===== src/design/audio_pkg.sv =====
`default_nettype none

package audio_pkg;

    // One audio word, two's complement
    typedef logic signed [15:0] sample_t;

    // Gain of 64 passes the sample unchanged
    typedef logic [7:0] gain_t;

    // Four products of sample and gain fit with headroom
    typedef logic signed [25:0] acc_t;

    typedef logic [7:0]  apb_addr_t;
    typedef logic [31:0] apb_data_t;

    localparam int N_MICS      = 4;
    localparam int UNITY_SHIFT = 6;

    // Register map, byte offsets
    localparam apb_addr_t REG_CTRL   = 8'h00;
    localparam apb_addr_t REG_GAIN0  = 8'h04;
    localparam apb_addr_t REG_GAIN1  = 8'h08;
    localparam apb_addr_t REG_GAIN2  = 8'h0C;
    localparam apb_addr_t REG_GAIN3  = 8'h10;
    localparam apb_addr_t REG_FRAMES = 8'h14;

    typedef enum logic [1:0] {
        IDLE,
        ACCUM,
        SATURATE
    } mix_state_t;

endpackage

`default_nettype wire


===== src/design/apb_regs.sv =====
`timescale 1ns/1ps
`default_nettype none

module apb_regs (
    input  wire                  clk,
    input  wire                  i_rst_n,
    input  wire                  i_psel,
    input  wire                  i_penable,
    input  wire                  i_pwrite,
    input  wire audio_pkg::apb_addr_t i_paddr,
    input  wire audio_pkg::apb_data_t i_pwdata,
    input  wire                  i_mix_done,
    output audio_pkg::apb_data_t o_prdata,
    output logic                 o_pready,
    output logic                 o_pslverr,
    output logic                 o_enable,
    output logic [31:0]          o_gains
);

    audio_pkg::gain_t     gain_q [audio_pkg::N_MICS];
    audio_pkg::apb_data_t frame_cnt;
    audio_pkg::apb_data_t rd_data;
    logic                 addr_hit;
    logic                 gain_hit;
    logic [1:0]           gain_sel;
    logic                 setup_phase;
    logic                 wr_access;
    logic                 bad_access;

    assign o_pready    = 1'b1;
    assign setup_phase = i_psel && !i_penable;
    assign wr_access   = i_psel && i_penable && i_pwrite;
    assign bad_access  = !addr_hit || (i_pwrite && (i_paddr == audio_pkg::REG_FRAMES));

    // Address decode and read mux
    always_comb begin
        rd_data  = '0;
        addr_hit = 1'b1;
        gain_hit = 1'b0;
        gain_sel = 2'd0;
        case (i_paddr)
            audio_pkg::REG_CTRL:   rd_data = audio_pkg::apb_data_t'(o_enable);
            audio_pkg::REG_GAIN0:  gain_hit = 1'b1;
            audio_pkg::REG_GAIN1: begin
                gain_hit = 1'b1;
                gain_sel = 2'd1;
            end
            audio_pkg::REG_GAIN2: begin
                gain_hit = 1'b1;
                gain_sel = 2'd2;
            end
            audio_pkg::REG_GAIN3: begin
                gain_hit = 1'b1;
                gain_sel = 2'd3;
            end
            audio_pkg::REG_FRAMES: rd_data = frame_cnt;
            default:               addr_hit = 1'b0;
        endcase
        if (gain_hit) begin
            rd_data = audio_pkg::apb_data_t'(gain_q[gain_sel]);
        end
    end

    always_comb begin
        for (int m = 0; m < audio_pkg::N_MICS; m++) begin
            o_gains[m*8 +: 8] = gain_q[m];
        end
    end

    always_ff @(posedge clk or negedge i_rst_n) begin
        if (!i_rst_n) begin
            o_prdata  <= '0;
            o_pslverr <= 1'b0;
            o_enable  <= 1'b0;
            frame_cnt <= '0;
            for (int m = 0; m < audio_pkg::N_MICS; m++) begin
                gain_q[m] <= audio_pkg::gain_t'(1 << audio_pkg::UNITY_SHIFT);
            end
        end else begin
            // Error flag and read data valid in the access phase
            o_pslverr <= setup_phase && bad_access;
            if (setup_phase) begin
                o_prdata <= rd_data;
            end
            if (wr_access && (i_paddr == audio_pkg::REG_CTRL)) begin
                o_enable  <= i_pwdata[0];
                frame_cnt <= '0;
            end else if (i_mix_done) begin
                frame_cnt <= frame_cnt + 1'b1;
            end
            if (wr_access && gain_hit) begin
                gain_q[gain_sel] <= i_pwdata[7:0];
            end
        end
    end

endmodule

`default_nettype wire


===== src/design/i2s_mic_rx.sv =====
`timescale 1ns/1ps
`default_nettype none

module i2s_mic_rx #(
    parameter int SCK_DIV = 4
) (
    input  wire         clk,
    input  wire         i_rst_n,
    input  wire         i_enable,
    input  wire  [3:0]  i_mic_sd,
    output logic        o_i2s_sck,
    output logic        o_i2s_ws,
    output logic        o_bit_fall,
    output logic        o_frame_valid,
    output logic [63:0] o_left,
    output logic [63:0] o_right
);

    localparam int HALF = SCK_DIV / 2;
    localparam int CW   = $clog2(SCK_DIV);

    logic [CW-1:0]      div_cnt;
    logic [4:0]         bit_cnt;
    logic               sck_rise;
    logic               sck_fall;
    audio_pkg::sample_t shreg [audio_pkg::N_MICS];

    // Each sck period starts low, rises halfway through
    assign sck_rise = i_enable && (div_cnt == CW'(HALF - 1));
    assign sck_fall = i_enable && (div_cnt == CW'(SCK_DIV - 1));

    // Left justified, so ws moves together with the MSB
    assign o_i2s_ws = bit_cnt[4];

    always_ff @(posedge clk or negedge i_rst_n) begin
        if (!i_rst_n) begin
            div_cnt       <= '0;
            bit_cnt       <= '0;
            o_i2s_sck     <= 1'b0;
            o_bit_fall    <= 1'b0;
            o_frame_valid <= 1'b0;
        end else if (!i_enable) begin
            // Bus parked, next enable begins with the left slot
            div_cnt       <= '0;
            bit_cnt       <= '0;
            o_i2s_sck     <= 1'b0;
            o_bit_fall    <= 1'b0;
            o_frame_valid <= 1'b0;
        end else begin
            div_cnt       <= sck_fall ? '0 : div_cnt + 1'b1;
            o_bit_fall    <= sck_fall;
            o_frame_valid <= sck_rise && (bit_cnt == 5'd31);
            if (sck_rise) begin
                o_i2s_sck <= 1'b1;
            end
            if (sck_fall) begin
                o_i2s_sck <= 1'b0;
                bit_cnt   <= bit_cnt + 1'b1;
            end
        end
    end

    // Data sampled at the rising sck edge, words stored at slot ends
    always_ff @(posedge clk) begin
        if (sck_rise) begin
            for (int m = 0; m < audio_pkg::N_MICS; m++) begin
                shreg[m] <= {shreg[m][14:0], i_mic_sd[m]};
                if (bit_cnt == 5'd15) begin
                    o_left[m*16 +: 16] <= {shreg[m][14:0], i_mic_sd[m]};
                end
                if (bit_cnt == 5'd31) begin
                    o_right[m*16 +: 16] <= {shreg[m][14:0], i_mic_sd[m]};
                end
            end
        end
    end

endmodule

`default_nettype wire


===== src/design/mic_mixer.sv =====
`timescale 1ns/1ps
`default_nettype none

module mic_mixer (
    input  wire                clk,
    input  wire                i_rst_n,
    input  wire                i_enable,
    input  wire                i_frame_valid,
    input  wire  [63:0]        i_left,
    input  wire  [63:0]        i_right,
    input  wire  [31:0]        i_gains,
    output audio_pkg::sample_t o_mix_left,
    output audio_pkg::sample_t o_mix_right,
    output logic               o_mix_done
);

    localparam int IW = $clog2(audio_pkg::N_MICS);

    localparam audio_pkg::sample_t S_MAX = 16'sh7fff;
    localparam audio_pkg::sample_t S_MIN = 16'sh8000;

    audio_pkg::mix_state_t state;
    logic [IW-1:0]         mic_idx;
    logic                  prod_valid;
    logic                  prod_last;
    logic                  sum_done;
    logic                  shift_done;
    logic                  sat_done;
    audio_pkg::sample_t    cur_left;
    audio_pkg::sample_t    cur_right;
    audio_pkg::gain_t      cur_gain;
    audio_pkg::acc_t       prod_left;
    audio_pkg::acc_t       prod_right;
    audio_pkg::acc_t       acc_left;
    audio_pkg::acc_t       acc_right;
    audio_pkg::acc_t       shift_left;
    audio_pkg::acc_t       shift_right;
    audio_pkg::sample_t    sat_left;
    audio_pkg::sample_t    sat_right;

    function automatic audio_pkg::sample_t clamp(input audio_pkg::acc_t v);
        if (v > audio_pkg::acc_t'(S_MAX)) begin
            return S_MAX;
        end
        if (v < audio_pkg::acc_t'(S_MIN)) begin
            return S_MIN;
        end
        return v[15:0];
    endfunction

    // Operands of the microphone line in turn
    always_comb begin
        cur_left  = audio_pkg::sample_t'(i_left[mic_idx*16 +: 16]);
        cur_right = audio_pkg::sample_t'(i_right[mic_idx*16 +: 16]);
        cur_gain  = audio_pkg::gain_t'(i_gains[mic_idx*8 +: 8]);
    end

    always_ff @(posedge clk or negedge i_rst_n) begin
        if (!i_rst_n) begin
            state      <= audio_pkg::IDLE;
            mic_idx    <= '0;
            prod_valid <= 1'b0;
            prod_last  <= 1'b0;
            sum_done   <= 1'b0;
            shift_done <= 1'b0;
            sat_done   <= 1'b0;
            o_mix_done <= 1'b0;
        end else begin
            prod_valid <= (state == audio_pkg::ACCUM);
            prod_last  <= (state == audio_pkg::ACCUM) && (mic_idx == IW'(audio_pkg::N_MICS - 1));
            sum_done   <= prod_last;
            shift_done <= sum_done;
            sat_done   <= shift_done;
            o_mix_done <= sat_done;
            case (state)
                audio_pkg::IDLE: begin
                    if (i_frame_valid && i_enable) begin
                        state   <= audio_pkg::ACCUM;
                        mic_idx <= '0;
                    end
                end
                audio_pkg::ACCUM: begin
                    mic_idx <= mic_idx + 1'b1;
                    if (mic_idx == IW'(audio_pkg::N_MICS - 1)) begin
                        state <= audio_pkg::SATURATE;
                    end
                end
                audio_pkg::SATURATE: begin
                    // Shift and clamp stages drain before the next frame
                    if (sat_done) begin
                        state <= audio_pkg::IDLE;
                    end
                end
                default: state <= audio_pkg::IDLE;
            endcase
        end
    end

    // Product stage, accumulate, shift, clamp, output
    always_ff @(posedge clk) begin
        if (state == audio_pkg::ACCUM) begin
            prod_left  <= cur_left * $signed({1'b0, cur_gain});
            prod_right <= cur_right * $signed({1'b0, cur_gain});
        end
        if (state == audio_pkg::IDLE) begin
            acc_left  <= '0;
            acc_right <= '0;
        end else if (prod_valid) begin
            acc_left  <= acc_left + prod_left;
            acc_right <= acc_right + prod_right;
        end
        if (sum_done) begin
            shift_left  <= acc_left >>> audio_pkg::UNITY_SHIFT;
            shift_right <= acc_right >>> audio_pkg::UNITY_SHIFT;
        end
        if (shift_done) begin
            sat_left  <= clamp(shift_left);
            sat_right <= clamp(shift_right);
        end
        if (sat_done) begin
            o_mix_left  <= sat_left;
            o_mix_right <= sat_right;
        end
    end

endmodule

`default_nettype wire


===== src/design/i2s_tx.sv =====
`timescale 1ns/1ps
`default_nettype none

module i2s_tx (
    input  wire                clk,
    input  wire                i_rst_n,
    input  wire                i_bit_fall,
    input  wire                i_i2s_ws,
    input  wire                i_mix_done,
    input  wire audio_pkg::sample_t i_mix_left,
    input  wire audio_pkg::sample_t i_mix_right,
    output logic               o_dac_sd
);

    localparam int GAP_W = 10;

    audio_pkg::sample_t pend_left;
    audio_pkg::sample_t pend_right;
    logic               have_mix;
    logic               ws_last;
    logic               frame_start;
    logic               stalled;
    logic [31:0]        shreg;
    logic [GAP_W-1:0]   gap_cnt;
    logic [GAP_W-1:0]   bit_period;

    // ws falling at a bit boundary marks the left MSB
    assign frame_start = i_bit_fall && !i_i2s_ws && ws_last;

    // No bit edge within one measured period, bit clock has stopped
    assign stalled = gap_cnt > bit_period;

    assign o_dac_sd = shreg[31];

    always_ff @(posedge clk) begin
        if (i_mix_done) begin
            pend_left  <= i_mix_left;
            pend_right <= i_mix_right;
        end
    end

    // Bit period learned from the spacing of bit_fall pulses
    always_ff @(posedge clk or negedge i_rst_n) begin
        if (!i_rst_n) begin
            gap_cnt    <= '0;
            bit_period <= '1;
        end else if (i_bit_fall) begin
            gap_cnt <= '0;
            if (gap_cnt != '1) begin
                bit_period <= gap_cnt;
            end
        end else if (gap_cnt != '1) begin
            gap_cnt <= gap_cnt + 1'b1;
        end
    end

    always_ff @(posedge clk or negedge i_rst_n) begin
        if (!i_rst_n) begin
            have_mix <= 1'b0;
            ws_last  <= 1'b0;
            shreg    <= '0;
        end else begin
            if (i_mix_done) begin
                have_mix <= 1'b1;
            end
            if (stalled) begin
                ws_last <= 1'b0;
                shreg   <= '0;
            end else if (i_bit_fall) begin
                ws_last <= i_i2s_ws;
                if (frame_start) begin
                    shreg <= have_mix ? {pend_left, pend_right} : '0;
                end else begin
                    shreg <= {shreg[30:0], 1'b0};
                end
            end
        end
    end

endmodule

`default_nettype wire


===== src/design/audio_dsp_top.sv =====
`timescale 1ns/1ps
`default_nettype none

module audio_dsp_top #(
    parameter int SCK_DIV = 4
) (
    input  wire                       clk,
    input  wire                       i_rst_n,
    // APB slave
    input  wire                       i_psel,
    input  wire                       i_penable,
    input  wire                       i_pwrite,
    input  wire audio_pkg::apb_addr_t i_paddr,
    input  wire audio_pkg::apb_data_t i_pwdata,
    output audio_pkg::apb_data_t      o_prdata,
    output logic                      o_pready,
    output logic                      o_pslverr,
    // Microphone I2S bus
    input  wire  [3:0]                i_mic_sd,
    output logic                      o_i2s_sck,
    output logic                      o_i2s_ws,
    // DAC data line, shares the microphone bit timing
    output logic                      o_dac_sd
);

    logic               enable;
    logic [31:0]        gains;
    logic               bit_fall;
    logic               frame_valid;
    logic [63:0]        mic_left;
    logic [63:0]        mic_right;
    audio_pkg::sample_t mix_left;
    audio_pkg::sample_t mix_right;
    logic               mix_done;

    apb_regs u_apb_regs (
        .clk        (clk),
        .i_rst_n    (i_rst_n),
        .i_psel     (i_psel),
        .i_penable  (i_penable),
        .i_pwrite   (i_pwrite),
        .i_paddr    (i_paddr),
        .i_pwdata   (i_pwdata),
        .i_mix_done (mix_done),
        .o_prdata   (o_prdata),
        .o_pready   (o_pready),
        .o_pslverr  (o_pslverr),
        .o_enable   (enable),
        .o_gains    (gains)
    );

    i2s_mic_rx #(
        .SCK_DIV (SCK_DIV)
    ) u_i2s_mic_rx (
        .clk           (clk),
        .i_rst_n       (i_rst_n),
        .i_enable      (enable),
        .i_mic_sd      (i_mic_sd),
        .o_i2s_sck     (o_i2s_sck),
        .o_i2s_ws      (o_i2s_ws),
        .o_bit_fall    (bit_fall),
        .o_frame_valid (frame_valid),
        .o_left        (mic_left),
        .o_right       (mic_right)
    );

    // Weighted stereo sum of the eight channels
    mic_mixer u_mic_mixer (
        .clk           (clk),
        .i_rst_n       (i_rst_n),
        .i_enable      (enable),
        .i_frame_valid (frame_valid),
        .i_left        (mic_left),
        .i_right       (mic_right),
        .i_gains       (gains),
        .o_mix_left    (mix_left),
        .o_mix_right   (mix_right),
        .o_mix_done    (mix_done)
    );

    i2s_tx u_i2s_tx (
        .clk         (clk),
        .i_rst_n     (i_rst_n),
        .i_bit_fall  (bit_fall),
        .i_i2s_ws    (o_i2s_ws),
        .i_mix_done  (mix_done),
        .i_mix_left  (mix_left),
        .i_mix_right (mix_right),
        .o_dac_sd    (o_dac_sd)
    );

endmodule

`default_nettype wire


===== config.mk =====
export PLATFORM = sky130hd
export DESIGN_NAME = audio_dsp_top
export DESIGN_NICKNAME = d
export VERILOG_FILES = /design/src/design/audio_pkg.sv /design/src/design/apb_regs.sv /design/src/design/i2s_mic_rx.sv /design/src/design/mic_mixer.sv /design/src/design/i2s_tx.sv /design/src/design/audio_dsp_top.sv
export SDC_FILE = /design/constraint.sdc
export NUM_CORES = 1
export LEC_CHECK = 0
export ABC_AREA = 1
export ABC_CLOCK_PERIOD_IN_PS = 5700
export BUFFER_PORTS_ARGS = -buffer_cell sky130_fd_sc_hd__buf_2
export CAP_MARGIN = 20
export CORE_MARGIN = 8
export CORE_UTILIZATION = 50
export DETAILED_ROUTE_END_ITERATION = 10
export GPL_ROUTABILITY_DRIVEN = 0
export HOLD_SLACK_MARGIN = 0.06
export PLACE_DENSITY = 0.66
export SYNTH_ARGS = -nofsm -noshare
export SYNTH_HDL_FRONTEND = slang
export SYNTH_SLANG_ARGS = --single-unit

===== constraint.sdc =====
create_clock -name clk -period 5.7 [get_ports clk]
set_input_delay 0.855 -clock clk [delete_from_list [all_inputs] [get_ports clk]]
set_output_delay 0.855 -clock clk [all_outputs]
set_load 0.005 [all_outputs]

==> results of run 1 <==
-- area by class of cell --
| class | instances | area, sq um |
|---|---|---|
| Fill cell | 6465 | 31400 |
| Multi-Input combinational cell | 2577 | 16600 |
| Sequential cell | 598 | 16600 |
| Inverter | 751 | 2830 |
| Timing Repair Buffer | 234 | 1780 |
| Clock buffer | 78 | 1690 |
| Tap cell | 959 | 1200 |
| Clock inverter | 37 | 438 |
-- cells in the final DEF, fill, tap and decap left out, drive strengths merged, types with 43 or more instances in the layout --
cell type  count
a21oi        233
buf          233
clkbuf        79
dfrtp        158
dfxtp         52
edfxtp       374
fa           206
ha           168
inv          753
nand2        880
nand3        135
nand4         55
nor2         497
o21ai        162
xor2          43
-- registers in the layout (all words and copies together), names as in the netlist, 20 cells and up --
signal	flops
u_mic_mixer.shift_right	20
u_apb_regs.o_gains	32
u_apb_regs.frame_cnt	32
u_i2s_mic_rx.o_right	64
u_apb_regs.o_prdata	32
u_mic_mixer.prod_right	25
u_i2s_mic_rx.shreg	60
u_i2s_tx.shreg	32
u_i2s_mic_rx.o_left	64
u_mic_mixer.acc_left	26
u_mic_mixer.shift_left	20
u_mic_mixer.acc_right	26
u_mic_mixer.prod_left	25
-- repair_timing --
item	in CTS	in global routing
endpoints found under the setup margin	0	25
gates resized for setup	0	28
hold buffers	0	0
-- routing by layer --
metal	global-route usage	up-vias	wire, microns
met2	0.322	555	36800
li1	-	13300	-
met3	0.0293	129	3560
met5	0	-	0
met4	0.0609	0	2320
met1	0.260	12600	36200
-- power groups by stage --
stage | sequential, mW | clock [mW] | combinational [mW]
finish | 4.61 | 4.17 | 0.821
global route | 4.61 | 4.44 | 0.956
CTS | 4.61 | 4.27 | 0.830
detailed placement | 4.70 | 0 | 0.824
global placement | 4.70 | 0 | 0.809
floorplan | 4.70 | 0 | 0.529
-- critical path, stage by stage (launching register included) --
cell and delay, ns:
dfrtp_2 0.43, buf_6 0.18, o21ai_0 0.18, o22ai_1 0.10, buf_4 0.16, inv_1 0.10, buf_4 0.15, nor2_1 0.06
buf_4 0.16, fa_2 0.61, inv_1 0.11, fa_1 0.55, inv_1 0.06, fa_1 0.53, inv_1 0.06, fa_1 0.52
inv_1 0.04, ha_1 0.35, inv_1 0.11, o21ai_2 0.08, nand3_1 0.07, nand2_1 0.08, a21oi_1 0.15, nand3_1 0.12
xor2_1 0.16
-- worst min-delay path by stage --
| stage | end | slack (ns) | from | cells after the start |
|---|---|---|---|---|
| after floorplan | u_mic_mixer.sum_done | 0.33 | u_mic_mixer.prod_last | 0 |
| after global placement | u_mic_mixer.sum_done | 0.34 | u_mic_mixer.prod_last | 0 |
| after detailed placement | u_mic_mixer.sum_done | 0.33 | u_mic_mixer.prod_last | 0 |
| after CTS | u_apb_regs.frame_cnt[28] | 0.26 | i_rst_n | 1 |
| after global routing | u_apb_regs.frame_cnt[28] | 0.28 | i_rst_n | 1 |
| final | u_apb_regs.frame_cnt[28] | 0.25 | i_rst_n | 1 |
-- stage by stage --
| stage | utilization | total power, mW | hold WS, ns | setup slack (ns) |
|---|---|---|---|---|
| 2_1_floorplan | - | 5.23 | 0.331 | 0.557 |
| 3_3_place_gp | 0.535 | 5.51 | 0.337 | 0.239 |
| 3_5_place_dp | 0.535 | 5.52 | 0.335 | 0.145 |
| 4_1_cts | 0.564 | 9.72 | 0.261 | 0.0869 |
| 5_1_grt | 0.567 | 10.0 | 0.285 | -0.0323 |
| 6_report | 0.567 | 9.60 | 0.245 | 0.273 |
-- logic make-up (layout without fill, tap and decap cells) --
family          count (synthesis)  in the layout  synth area share
other cells                     1              1          0.000103
xor+xnor                       67             67            0.0161
buf+inv                       859           1100            0.0922
compound gates                515            515            0.0834
fa+ha+maj                     374            374             0.171
simple gates                 1620           1620             0.182
flops                         598            598             0.455
==> flow_summary.ini, run 1 <==
[timing]
finalHoldViolations = 0
fin_setup_tns_ns = 0
tightest_slew_ns = 0.987
period_needed_ns = 5.43
setup_viol = 0
slew_headroom = 0.341
min_period_over_period = 0.952
clock_skew_ns = 0.0408
slew_viol_final = 0
rsz0062_at_grt = yes
fmax_ghz = 0.184

[pwr]
ir_worst_vdd_v = 0.000274
power_switching_mw = 2.20
p_per_area_nw_per_um2 = 233
p_leak_nw = 19.4
swShare = 0.229
pwr-share-clk = 0.434
comb_power_share = 0.085
p_seq_frac = 0.480
p_int_mw = 7.40

[detailed_routing]
initialDrtViolationCount = 1916
vias = 26600
via_per_inst = 5.09
routed_wl_microns = 78900
drc = 0
antenna_left = 0
wire_per_inst_microns = 15.1
firstDrtPassIters = 6

[floorplanning]
die_w_microns = 286
rows = 99
initial_core_util = 0.502
pin_count = 86
core_sq_um = 72600
dieHeight_microns = 286
die_area_sq_um = 81800

[layout]
synthToLayoutAreaGrowth_pct = 12.9
layout-drive-gt1-share = 0.101
diodes = 0
final_cells = 5234
nets = 4646
final_area_sq_um = 41100

[yosys]
syn_area_sq_um = 36500
synthCells = 4034
synth_seq_cells = 598
yosysWarnings = 0
synth_top_cells_by_count = nand2_1 (875), inv_1 (735), nor2_1 (491)
synth_edf_count = 374
synth_most_common_cell = nand2_1
synth_nets = 4457
ys_async_sr_fraction = 0.288
synth_top_area_frac = 0.308
synth_top_cell_by_area = edfxtp_1
syn_area_per_cell_sq_um = 9.04
synth-main-ff-cell = edfxtp_1
ys_top_cells_by_area = edfxtp_1 (31%), fa_1 (11%), dfrtp_1 (11%)
synth_cell_types = 57
ys_seq_area_frac = 0.455

[worst_setup_path]
r2r-end = u_mic_mixer.prod_left[23]
setup.worst_path.class = register to register
critPathLaunchType = register
cp.required_ns = 6.05
crit_start = u_mic_mixer.mic_idx[0]
critPathCaptureType = register
r2r_slack_ns = 0.27
arrival_ns = 5.77
regToRegStartpoint = u_mic_mixer.mic_idx[0]
crit_fanout = 17
crit_end = u_mic_mixer.prod_left[23]
r2r_cells = 24

[placed_design]
io_buffers = 60
dp_cells = 5115
place_area_sq_um = 38800
hpwl_microns = 57800

[grt]
overflow = 0
grtUsageTotal = 0.193
antenna_found_initial = 0
grt_pass1_wl_microns = 132000
grt_max_degree = 85
grt_pass1_vias = 26500

[clock_network]
cts_num_sinks = 598
cts_tree = built
clk-insertion-delay-late_ns = 0.64
htreeDepth = 2
postCtsSetupBuffers = 0
cts_buffers = 61
clk_pin_slew_ns = 0.06
cts_buffer_depth = 3
cts_root_buf = clkbuf_16

[run]
cap_viol_max_count = 0

[worst_hold_path]
hold_class = primary input to async pin

[run_status]
outcome = complete, no violations
Power figures use the tool's default switching activity.
==> inputs of run 2 (changes only) <==
--- a/config.mk
+++ b/config.mk
@@ -6,13 +6,14 @@
 export NUM_CORES = 1
 export LEC_CHECK = 0
 export ABC_AREA = 1
-export ABC_CLOCK_PERIOD_IN_PS = 5700
+export ABC_CLOCK_PERIOD_IN_PS = 6700
 export BUFFER_PORTS_ARGS = -buffer_cell sky130_fd_sc_hd__buf_2
 export CAP_MARGIN = 20
-export CORE_MARGIN = 8
+export CORE_MARGIN = 1
 export CORE_UTILIZATION = 50
 export DETAILED_ROUTE_END_ITERATION = 10
 export GPL_ROUTABILITY_DRIVEN = 0
+export GPL_TIMING_DRIVEN = 0
 export HOLD_SLACK_MARGIN = 0.06
 export PLACE_DENSITY = 0.66
 export SYNTH_ARGS = -nofsm -noshare
==> constraint.sdc (replaced) <==
create_clock -name clk -period 6.7 [get_ports clk]
set_input_delay 1.005 -clock clk [delete_from_list [all_inputs] [get_ports clk]]
set_output_delay 1.005 -clock clk [all_outputs]
set_load 0.005 [all_outputs]
==> run 2 against run 1 <==
Register-to-register slack improved by 0.04 ns. Via count increased by 0.73%. Global-route usage rose by 4.1 points. Sequential power down 15%. Critical path depth down 4. Sequential cell count unchanged. Largest power group unchanged.
==> flow_summary.ini, run 2 (synthesis results as in run 1) <==
[run_status]
outcome = complete, no violations

[detailed_routing]
vias = 26800
wire_per_inst_microns = 16.2
routed_wl_microns = 84100
firstDrtPassIters = 6
antenna_left = 0
via_per_inst = 5.18
initialDrtViolationCount = 2136
drc = 0

[pwr]
swShare = 0.234
p_seq_frac = 0.483
p_int_mw = 6.22
comb_power_share = 0.080
p_per_area_nw_per_um2 = 201
p_leak_nw = 18.9
power_switching_mw = 1.90
pwr-share-clk = 0.436
ir_worst_vdd_v = 0.000251

[clock_network]
cts_tree = built
cts_num_sinks = 598
cts_root_buf = clkbuf_16
cts_buffers = 66
htreeDepth = 3
clk-insertion-delay-late_ns = 0.61
cts_buffer_depth = 3
postCtsSetupBuffers = 0
cts_repair_resize_count = 0
clk_pin_slew_ns = 0.06
cts-hold-fix-buffers = 0

[grt]
grt_max_degree = 103
overflow = 0
grt_pass1_wl_microns = 138000
grt_pass1_vias = 26500
antenna_found_initial = 0
grtUsageTotal = 0.234

[floorplanning]
rows = 98
die_area_sq_um = 74000
dieHeight_microns = 272
die_w_microns = 272
initial_core_util = 0.507
core_sq_um = 71900
pin_count = 86

[placed_design]
dp_cells = 5054
place_area_sq_um = 38200
hpwl_microns = 64600
io_buffers = 60

[worst_setup_path]
critPathCaptureType = register
arrival_ns = 6.73
critPathLaunchType = register
setup.worst_path.class = register to register
cp.required_ns = 7.04
regToRegStartpoint = u_mic_mixer.mic_idx[1]
r2r_cells = 20
crit_end = u_mic_mixer.prod_left[21]
r2r-end = u_mic_mixer.prod_left[21]
crit_fanout = 10
r2r_slack_ns = 0.31
crit_start = u_mic_mixer.mic_idx[1]

[timing]
slew_viol_final = 0
tightest_slew_ns = 1.04
slew_headroom = 0.299
clock_skew_ns = 0.0225
min_period_over_period = 0.953
whs_ns = 0.343
setup_viol = 0
fmax_ghz = 0.157
rsz0062_at_grt = no
period_needed_ns = 6.39
fin_setup_tns_ns = 0
finalHoldViolations = 0

[layout]
largestRegisters = u_i2s_mic_rx.o_left (64), u_i2s_mic_rx.o_right (64), u_i2s_mic_rx.shreg (60)
layout_common_cells = nand2_1 (875), inv_1 (734), nor2_1 (487), edfxtp_1 (374), a21oi_1 (233)
nets = 4597
utilization = 0.562
final_cells = 5176
final_area_sq_um = 40400
diodes = 0
final_common_cell = nand2_1
synthToLayoutAreaGrowth_pct = 10.8
layout-drive-gt1-share = 0.0726

[run]
cap_viol_max_count = 0

[worst_hold_path]
hold_class = primary input to async pin
run 2: how the worst min path moves through the flow:
stage	startpoint	end	slack (ns)	depth (start not counted)
after floorplan	u_mic_mixer.prod_last	u_mic_mixer.sum_done	0.33	0
after global placement	u_mic_mixer.prod_last	u_mic_mixer.sum_done	0.34	0
after detailed placement	u_mic_mixer.prod_last	u_mic_mixer.sum_done	0.34	0
after CTS	i_rst_n	u_apb_regs.o_prdata[28]	0.35	1
after global routing	u_mic_mixer.prod_last	u_mic_mixer.sum_done	0.36	0
final	i_rst_n	u_apb_regs.o_prdata[27]	0.34	1
run 2: power by group through the flow:
stage,registers [mW],clock network (mW),logic (mW)
6_report,3.93,3.54,0.650
5_1_grt,3.92,3.76,0.751
4_1_cts,3.92,3.62,0.656
3_5_place_dp,4.00,0,0.651
3_3_place_gp,4.00,0,0.639
2_1_floorplan,4.00,0,0.450
run 2: area by class of cell:
class / count / area (sq um)
fill: 6426 / 31500
sequential: 598 / 16600
multi-input combinational: 2577 / 16500
inverter: 751 / 2820
clock buffer: 90 / 1890
tap: 950 / 1190
timing repair buffer: 72 / 558
buffer: 108 / 542
clock inverter: 30 / 269
run 2: worst max-delay path: stages (launching register included):
cell and delay (ns):
dfrtp_1 0.53, inv_2 0.15, buf_6 0.18, clkbuf_1 0.29, a32oi_1 0.85, inv_1 0.25, nor2_1 0.19, fa_1 0.49
fa_1 0.50, fa_1 0.50, inv_1 0.06, fa_1 0.53, inv_1 0.04, ha_1 0.39, a21oi_1 0.24, a21boi_0 0.34
nor2_1 0.07, nor3_1 0.25, nand3_1 0.11, nand2_1 0.08, nand2_1 0.08
run 2: stage by stage:
stage          total power [mW]  worst slack (ns)
2_1_floorplan              4.45              1.56
5_1_grt                    8.43            0.0296
4_1_cts                    8.20             0.237
3_3_place_gp               4.64             0.317
3_5_place_dp               4.65             0.250
6_report                   8.12             0.314
run 2: per-layer routing:
metal	vias to the layer above	part of all wire	global-route usage	wire length (microns)
li1	13200	-	-	-
met1	12700	0.44	0.316	37400
met2	776	0.47	0.387	39200
met3	157	0.055	0.0297	4620
met4	0	0.035	0.0841	2900
met5	-	0	0	0
